==> src/spi_host_macros.svh <==
`ifndef SPI_HOST_MACROS_SVH
`define SPI_HOST_MACROS_SVH

// APB address bus width
`define SPI_APB_ADDR_W 8

// APB data bus width, at most 32
`define SPI_APB_DATA_W 32

// Width of the SCK half-period divider register
`define SPI_CLKDIV_W 16

// Divider value out of reset, slow enough for any target
`define SPI_CLKDIV_RESET 100

// Shortest half-period the engine will run, in APB clocks
`define SPI_CLKDIV_MIN 2

`endif

==> src/spi_host_pkg.sv <==
`include "spi_host_macros.svh"

package spi_host_pkg;

	////////////////////////////////////////////////////////////
	// Bus and datapath widths

	typedef logic [`SPI_APB_ADDR_W-1:0] apb_addr_t;
	typedef logic [`SPI_APB_DATA_W-1:0] apb_data_t;

	// SCK half-period in APB clocks
	typedef logic [`SPI_CLKDIV_W-1:0] clkdiv_t;

	// One SPI transfer
	typedef logic [7:0] spi_byte_t;

	////////////////////////////////////////////////////////////
	// Register map

	// Each register sits on its own 0x20 boundary
	typedef enum apb_addr_t {
		REG_CLK_DIV  = 'h00,
		REG_DATA     = 'h20,
		REG_CS_N     = 'h40,
		REG_STATUS   = 'h60,
		REG_STATUS_2 = 'h80
	} spi_reg_t;

	////////////////////////////////////////////////////////////
	// APB channels

	// Requester to completer
	typedef struct packed {
		logic      psel;
		logic      penable;
		logic      pwrite;
		apb_addr_t paddr;
		apb_data_t pwdata;
	} apb_req_t;

	// Completer to requester
	typedef struct packed {
		logic      pready;
		logic      pslverr;
		apb_data_t prdata;
	} apb_rsp_t;

endpackage

==> src/spi_shift_engine.sv <==
`include "spi_host_macros.svh"

module spi_shift_engine (
	input  logic                    apb,
	input  logic                    reset,
	input  spi_host_pkg::clkdiv_t   clkdiv,
	input  logic                    start,
	input  spi_host_pkg::spi_byte_t tx_byte,
	input  logic                    spi_miso,
	output logic                    spi_sck,
	output logic                    spi_mosi,
	output logic                    busy,
	output logic                    done,
	output spi_host_pkg::spi_byte_t rx_byte
);

	// Shift sequencer states
	typedef enum logic [1:0] {
		ST_IDLE,
		ST_SCK_LOW,
		ST_SCK_HIGH
	} shift_state_t;

	shift_state_t            state;
	spi_host_pkg::clkdiv_t   half_period;
	spi_host_pkg::clkdiv_t   half_cnt;
	logic                    half_end;
	logic [2:0]              bit_cnt;
	spi_host_pkg::spi_byte_t tx_shift;
	spi_host_pkg::spi_byte_t rx_shift;

	////////////////////////////////////////////////////////////
	// Half-period timing

	// Clamp tiny dividers so SCK never runs faster than MIN
	assign half_period = (clkdiv < spi_host_pkg::clkdiv_t'(`SPI_CLKDIV_MIN)) ?
		spi_host_pkg::clkdiv_t'(`SPI_CLKDIV_MIN) : clkdiv;

	// Last cycle of the current SCK phase
	assign half_end = (half_cnt == half_period - spi_host_pkg::clkdiv_t'(1));

	////////////////////////////////////////////////////////////
	// Sequencer

	always_ff @(posedge apb) begin
		if (reset) begin
			state    <= ST_IDLE;
			half_cnt <= '0;
			bit_cnt  <= '0;
			spi_sck  <= 1'b0;
			done     <= 1'b0;
			tx_shift <= '0;
			rx_byte  <= '0;
		end else begin
			done <= 1'b0;

			// Publish the received byte while done is up
			if (done)
				rx_byte <= rx_shift;

			case (state)
				ST_IDLE: begin
					// Bit 7 goes out on MOSI right away, SCK stays low
					if (start) begin
						state    <= ST_SCK_LOW;
						half_cnt <= '0;
						bit_cnt  <= '0;
						tx_shift <= tx_byte;
					end
				end

				ST_SCK_LOW: begin
					if (half_end) begin
						// Rising edge
						half_cnt <= '0;
						spi_sck  <= 1'b1;
						state    <= ST_SCK_HIGH;
					end else begin
						half_cnt <= half_cnt + spi_host_pkg::clkdiv_t'(1);
					end
				end

				ST_SCK_HIGH: begin
					if (half_end) begin
						// Falling edge
						half_cnt <= '0;
						spi_sck  <= 1'b0;
						if (bit_cnt == 3'd7) begin
							state <= ST_IDLE;
							done  <= 1'b1;
						end else begin
							// Next bit onto MOSI
							bit_cnt  <= bit_cnt + 3'd1;
							tx_shift <= {tx_shift[6:0], 1'b0};
							state    <= ST_SCK_LOW;
						end
					end else begin
						half_cnt <= half_cnt + spi_host_pkg::clkdiv_t'(1);
					end
				end

				default: state <= ST_IDLE;
			endcase
		end
	end

	// Sample MISO as SCK rises, MSB first
	always_ff @(posedge apb) begin
		if ((state == ST_SCK_LOW) && half_end)
			rx_shift <= {rx_shift[6:0], spi_miso};
	end

	assign busy     = (state != ST_IDLE);
	assign spi_mosi = tx_shift[7];

endmodule

==> src/apb_spi_regs.sv <==
`include "spi_host_macros.svh"

module apb_spi_regs (
	input  logic                    apb,
	input  logic                    reset,
	input  spi_host_pkg::apb_req_t  apb_req,
	output spi_host_pkg::apb_rsp_t  apb_rsp,
	input  logic                    busy,
	input  spi_host_pkg::spi_byte_t rx_byte,
	output logic                    start,
	output spi_host_pkg::spi_byte_t tx_byte,
	output spi_host_pkg::clkdiv_t   clkdiv,
	output logic                    spi_cs_n
);

	logic                    access;
	logic                    addr_hit;
	logic                    addr_ro;
	logic                    wr_ok;
	spi_host_pkg::apb_data_t read_data;

	////////////////////////////////////////////////////////////
	// Address decode

	// Access phase completes in one cycle
	assign access = apb_req.psel & apb_req.penable;

	always_comb begin
		addr_hit = 1'b1;
		addr_ro  = 1'b0;
		case (apb_req.paddr)
			spi_host_pkg::REG_CLK_DIV,
			spi_host_pkg::REG_DATA,
			spi_host_pkg::REG_CS_N: begin
				addr_ro = 1'b0;
			end
			// Both status copies are read only
			spi_host_pkg::REG_STATUS,
			spi_host_pkg::REG_STATUS_2: begin
				addr_ro = 1'b1;
			end
			default: begin
				addr_hit = 1'b0;
			end
		endcase
	end

	// Write that lands on a writable register
	assign wr_ok = access & apb_req.pwrite & addr_hit & ~addr_ro;

	////////////////////////////////////////////////////////////
	// Transfer kick-off

	// Strobe only during the access cycle of a DATA write
	assign start   = wr_ok & (apb_req.paddr == spi_host_pkg::REG_DATA);
	assign tx_byte = start ? apb_req.pwdata[7:0] : '0;

	////////////////////////////////////////////////////////////
	// Register storage

	always_ff @(posedge apb) begin
		if (reset) begin
			clkdiv   <= spi_host_pkg::clkdiv_t'(`SPI_CLKDIV_RESET);
			spi_cs_n <= 1'b1;
		end else if (wr_ok) begin
			case (apb_req.paddr)
				// Upper bits of the write are dropped
				spi_host_pkg::REG_CLK_DIV: clkdiv <= apb_req.pwdata[`SPI_CLKDIV_W-1:0];
				spi_host_pkg::REG_CS_N:    spi_cs_n <= apb_req.pwdata[0];
				default: begin
					spi_cs_n <= spi_cs_n;
				end
			endcase
		end
	end

	////////////////////////////////////////////////////////////
	// Read mux

	// Every field zero-extended to the bus width
	always_comb begin
		read_data = '0;
		case (apb_req.paddr)
			spi_host_pkg::REG_CLK_DIV:  read_data = spi_host_pkg::apb_data_t'(clkdiv);
			spi_host_pkg::REG_DATA:     read_data = spi_host_pkg::apb_data_t'(rx_byte);
			spi_host_pkg::REG_CS_N:     read_data = spi_host_pkg::apb_data_t'(spi_cs_n);
			spi_host_pkg::REG_STATUS:   read_data = spi_host_pkg::apb_data_t'(busy);
			spi_host_pkg::REG_STATUS_2: read_data = spi_host_pkg::apb_data_t'(busy);
			default:                    read_data = '0;
		endcase
	end

	////////////////////////////////////////////////////////////
	// Response

	always_comb begin
		apb_rsp.pready = access;

		// Unmapped address, or a write to a status copy
		apb_rsp.pslverr = access & (~addr_hit | (apb_req.pwrite & addr_ro));

		// Data only on a good read, zero otherwise
		if (access && !apb_req.pwrite && addr_hit)
			apb_rsp.prdata = read_data;
		else
			apb_rsp.prdata = '0;
	end

endmodule

==> src/apb_spi_host.sv <==
module apb_spi_host (
	input  logic                   apb,
	input  logic                   reset,
	input  spi_host_pkg::apb_req_t apb_req,
	output spi_host_pkg::apb_rsp_t apb_rsp,
	output logic                   spi_sck,
	output logic                   spi_mosi,
	input  logic                   spi_miso,
	output logic                   spi_cs_n
);

	// Register block to shift engine
	logic                    start;
	spi_host_pkg::spi_byte_t tx_byte;
	spi_host_pkg::clkdiv_t   clkdiv;

	// Shift engine back to register block
	logic                    busy;
	spi_host_pkg::spi_byte_t rx_byte;

	////////////////////////////////////////////////////////////
	// APB registers and chip select

	apb_spi_regs apb_spi_regs_inst (
		.apb      (apb),
		.reset    (reset),
		.apb_req  (apb_req),
		.apb_rsp  (apb_rsp),
		.busy     (busy),
		.rx_byte  (rx_byte),
		.start    (start),
		.tx_byte  (tx_byte),
		.clkdiv   (clkdiv),
		.spi_cs_n (spi_cs_n)
	);

	////////////////////////////////////////////////////////////
	// Mode 0 shifter

	// Done pulse is only needed inside the engine
	spi_shift_engine spi_shift_engine_inst (
		.apb      (apb),
		.reset    (reset),
		.clkdiv   (clkdiv),
		.start    (start),
		.tx_byte  (tx_byte),
		.spi_miso (spi_miso),
		.spi_sck  (spi_sck),
		.spi_mosi (spi_mosi),
		.busy     (busy),
		.done     (),
		.rx_byte  (rx_byte)
	);

endmodule

==> config.mk <==
export PLATFORM = sky130hd
export DESIGN_NAME = apb_spi_host
export DESIGN_NICKNAME = d
export VERILOG_FILES = /design/src/spi_host_pkg.sv /design/src/spi_shift_engine.sv /design/src/apb_spi_regs.sv /design/src/apb_spi_host.sv
export VERILOG_INCLUDE_DIRS = /design/src /design/src/src
export SDC_FILE = /design/constraint.sdc
export NUM_CORES = 1
export LEC_CHECK = 0
export BUFFER_PORTS_ARGS = -buffer_cell sky130_fd_sc_hd__buf_2
export CAP_MARGIN = 20
export CORE_MARGIN = 5
export CORE_UTILIZATION = 45
export CTS_BUF_LIST = sky130_fd_sc_hd__clkbuf_16
export CTS_CLUSTER_SIZE = 14
export DETAILED_ROUTE_END_ITERATION = 10
export GPL_TIMING_DRIVEN = 0
export HOLD_SLACK_MARGIN = 0.02
export PLACE_DENSITY = 0.68
export SLEW_MARGIN = 0
export SYNTH_ARGS = -nofsm -noshare
export SYNTH_HDL_FRONTEND = slang
export SYNTH_SLANG_ARGS = --single-unit
==> constraint.sdc <==
create_clock -name apb -period 6.3 [get_ports apb]
set_input_delay 0.63 -clock apb [delete_from_list [all_inputs] [get_ports apb]]
set_output_delay 0.63 -clock apb [all_outputs]
set_load 0.02 [all_outputs]
==> flow_summary.json <==
{
  "status": "complete, no violations",
  "busiest_layer": "met2",
  "core.rowCount": 34,
  "diodes": 0,
  "synth_cell_type_count": 64,
  "antenna_found_initial": 0,
  "fin_crit_sh_pct": 74.0,
  "reg2reg_depth": 12,
  "yosys.area.top_type": "dfxtp_1",
  "drc": 0,
  "gr-usage-met2_pct": 29.0,
  "nets": 588,
  "crit_arrival_ns": 4.63,
  "rrSetupSlack_ns": 1.64,
  "multi_input_area_um2": 2370,
  "fmax_ghz": 0.214,
  "r2r-start": "apb_spi_regs_inst.clkdiv[10]",
  "max_stage_delay_ns": 0.58,
  "die_w_um": 104,
  "fin_crit_ns": 4.66,
  "setup_slack_ns": 1.64,
  "synth.avg_cell_area_um2": 8.68,
  "synth-seq-cells": 64,
  "instances_no_fill": 647,
  "ant_nets": 0,
  "place_area_um2": 4420,
  "path_cells": "nor4_4, nand4_2, o31ai_1, ha_1, buf_2, or4b_1, nor3b_1, o21ai_0, a21oi_1, nand4_1, nor3_1, and2_1",
  "grt_usage_pct": 18.3,
  "ff_latch_area_um2": 1360,
  "hold_viol_final": 0,
  "totalPowerFinal_mw": 1.13,
  "firstDrtPassIters": 4,
  "start_util_pct": 45.9,
  "synth_edf_count": 8,
  "cts_resized": 0,
  "wl_um": 9930,
  "pre_cts_slack_ns": 1.71,
  "slew_headroom_pct": 43.1,
  "cap_violations": 0,
  "cts_hold_buf": 0,
  "synthArstFlopShare_pct": 0,
  "grt_max_degree": 12,
  "setup_viol": 0,
  "grt_pass1_vias": 3389,
  "io_pins": 83,
  "synth_cells": 459,
  "startpoint_type": "flip-flop",
  "holdCritStartpoint": "spi_shift_engine_inst.rx_shift[4]",
  "fp.dieArea_um2": 10800,
  "crit_start": "apb_spi_regs_inst.clkdiv[10]",
  "hold_ws_ns": 0.451,
  "p_leak_nw": 1.84,
  "criticalPathCategory": "reg2reg",
  "core_region_area_um2": 8680,
  "htree_levels": 3,
  "clock_skew_ns": 0.00598,
  "cts_buffer_depth": 2,
  "syn_area_um2": 3980,
  "dp.final_hpwl_um": 7670,
  "endpoint": "spi_shift_engine_inst.rx_shift[5]",
  "fill_cells": 783,
  "ys_warn_count": 0,
  "drv_slew": 0,
  "synth_commonest_cells": "dfxtp_1, nor2_1, mux2i_1, nand2_1, a21oi_1",
  "worst_slew_pin_slew_ns": 0.844,
  "cts_setup_buffers": 0,
  "synthFlopType": "dfxtp_1",
  "reg2reg_to": "spi_shift_engine_inst.rx_shift[5]",
  "fp.dieH_um": 104,
  "drive_above_1_share_pct": 20.0,
  "overflow": 0,
  "cp_max_fo": 9,
  "syn_to_final_growth_pct": 19.4,
  "dr_total_vias": 3526,
  "use_met1_pct": 23.7,
  "insertion_delay_ns": 0.33,
  "crit_path_end_kind": "flip-flop",
  "dp_cells": 631,
  "cts_sinks": 64,
  "cts_buffers": 9,
  "root_buffer": "clkbuf_16",
  "power.density_nw_per_um2": 238,
  "grt_setup_unrepaired": "false",
  "cp_data_required_time_ns": 6.26,
  "grt_pass1_wl_um": 16500,
  "grt_use_met3_pct": 3.60,
  "hold_path.class": "reg2reg",
  "ir_worst_vdd_v": 0.0000958,
  "netlist_top_cells_area": "dfxtp_1, mux2i_1, edfxtp_1",
  "finalSetupTns_ns": 0,
  "drt-wirelength-per-cell_um": 15.4,
  "synth.most_common_cell": "dfxtp_1",
  "gp_congestion": 0.865,
  "cts_tree": "done",
  "netlist.area_leader.share_pct": 28.1,
  "clk_pin_slew_worst_paths_ns": 0.05,
  "fin_util_pct": 54.8,
  "yosysSeqAreaShare_pct": 34.2,
  "drt-initial-drc-count": 164,
  "viasPerCell": 5.45,
  "worst_path_max_delay_cell": "nor3_1",
  "design_area_um2": 4760,
  "numPortBuffers": 49
}
[routing by layer]
metal  up-vias  routed length, um
met1      1613               4420
li1       1789                  -
met3        26                532
met2        98               4670
met4         0                304
met5         -                  0
[power breakdown]
part	total, mW	internal [mW]	switching, mW
Clock	0.557	0.382	0.175
Combinational	0.143	0.0522	0.0905
Sequential	0.433	0.424	0.00825
Total	1.13	0.859	0.274
[cell families after synthesis]
| group | count (synthesis) | synth area share [%] |
|---|---|---|
| buffers and inverters | 59 | 7.85 |
| adders and majority gates | 8 | 2.51 |
| muxes | 41 | 10.4 |
| DFF | 64 | 34.2 |
| other | 1 | 0.0941 |
| and+or+nand+nor | 183 | 25.1 |
| AOI/OAI and AO/OA | 74 | 13.5 |
| xor gates and xnor gates | 29 | 6.38 |
[registers in the layout, summed over array words and instances, names as in the netlist]
signal / flops
apb_spi_regs_inst.clkdiv: 16
spi_shift_engine_inst.half_cnt: 16
spi_shift_engine_inst.rx_byte: 8
spi_shift_engine_inst.rx_shift: 8
spi_shift_engine_inst.tx_shift: 8
spi_shift_engine_inst.bit_cnt: 3
spi_shift_engine_inst.state: 2
apb_spi_regs_inst.spi_cs_n: 1
spi_shift_engine_inst.done: 1
spi_shift_engine_inst.spi_sck: 1
[cells in the final DEF (no fill, tap or decap), types with 14 or more instances in the layout]
| cell type | count |
|---|---|
| dfxtp_1 | 56 |
| buf_2 | 53 |
| nor2_1 | 51 |
| mux2i_1 | 38 |
| nand2_1 | 28 |
| a21oi_1 | 26 |
| nor3_1 | 24 |
| nand3_1 | 19 |
| xor2_1 | 19 |
| clkbuf_1 | 17 |
| buf_4 | 17 |
| conb_1 | 16 |
| inv_1 | 14 |
[worst max-delay path, delay by kind of cell (launching register included)]
| kind | cells | cell delay (ns) |
|---|---|---|
| and+or+nand+nor | 7 | 2.76 |
| DFF | 1 | 0.41 |
| adders and majority gates | 1 | 0.22 |
| buffers and inverters | 1 | 0.17 |
| AOI/OAI and AO/OA | 3 | 0.74 |
[how the worst min path moves through the flow]
stage,to,slack [ns],depth (start not counted)
2_1_floorplan,spi_shift_engine_inst.rx_shift[1],0.43,0
3_3_place_gp,spi_shift_engine_inst.rx_shift[7],0.44,0
3_5_place_dp,spi_shift_engine_inst.rx_shift[5],0.44,0
4_1_cts,spi_shift_engine_inst.rx_shift[5],0.45,0
5_1_grt,spi_shift_engine_inst.rx_shift[7],0.47,0
6_report,spi_shift_engine_inst.rx_shift[5],0.45,0
[cell type report]
cell class | count | share of cell area [%]
buffer | 45 | 5.47
clock buffer | 9 | 4.74
clock inverter | 7 | 2.32
inverter | 14 | 1.10
multi-input combinational | 351 | 49.8
sequential | 64 | 28.6
tap | 108 | 2.84
timing repair buffer | 49 | 5.16
Note: power is estimated with default switching activity, not from simulation.
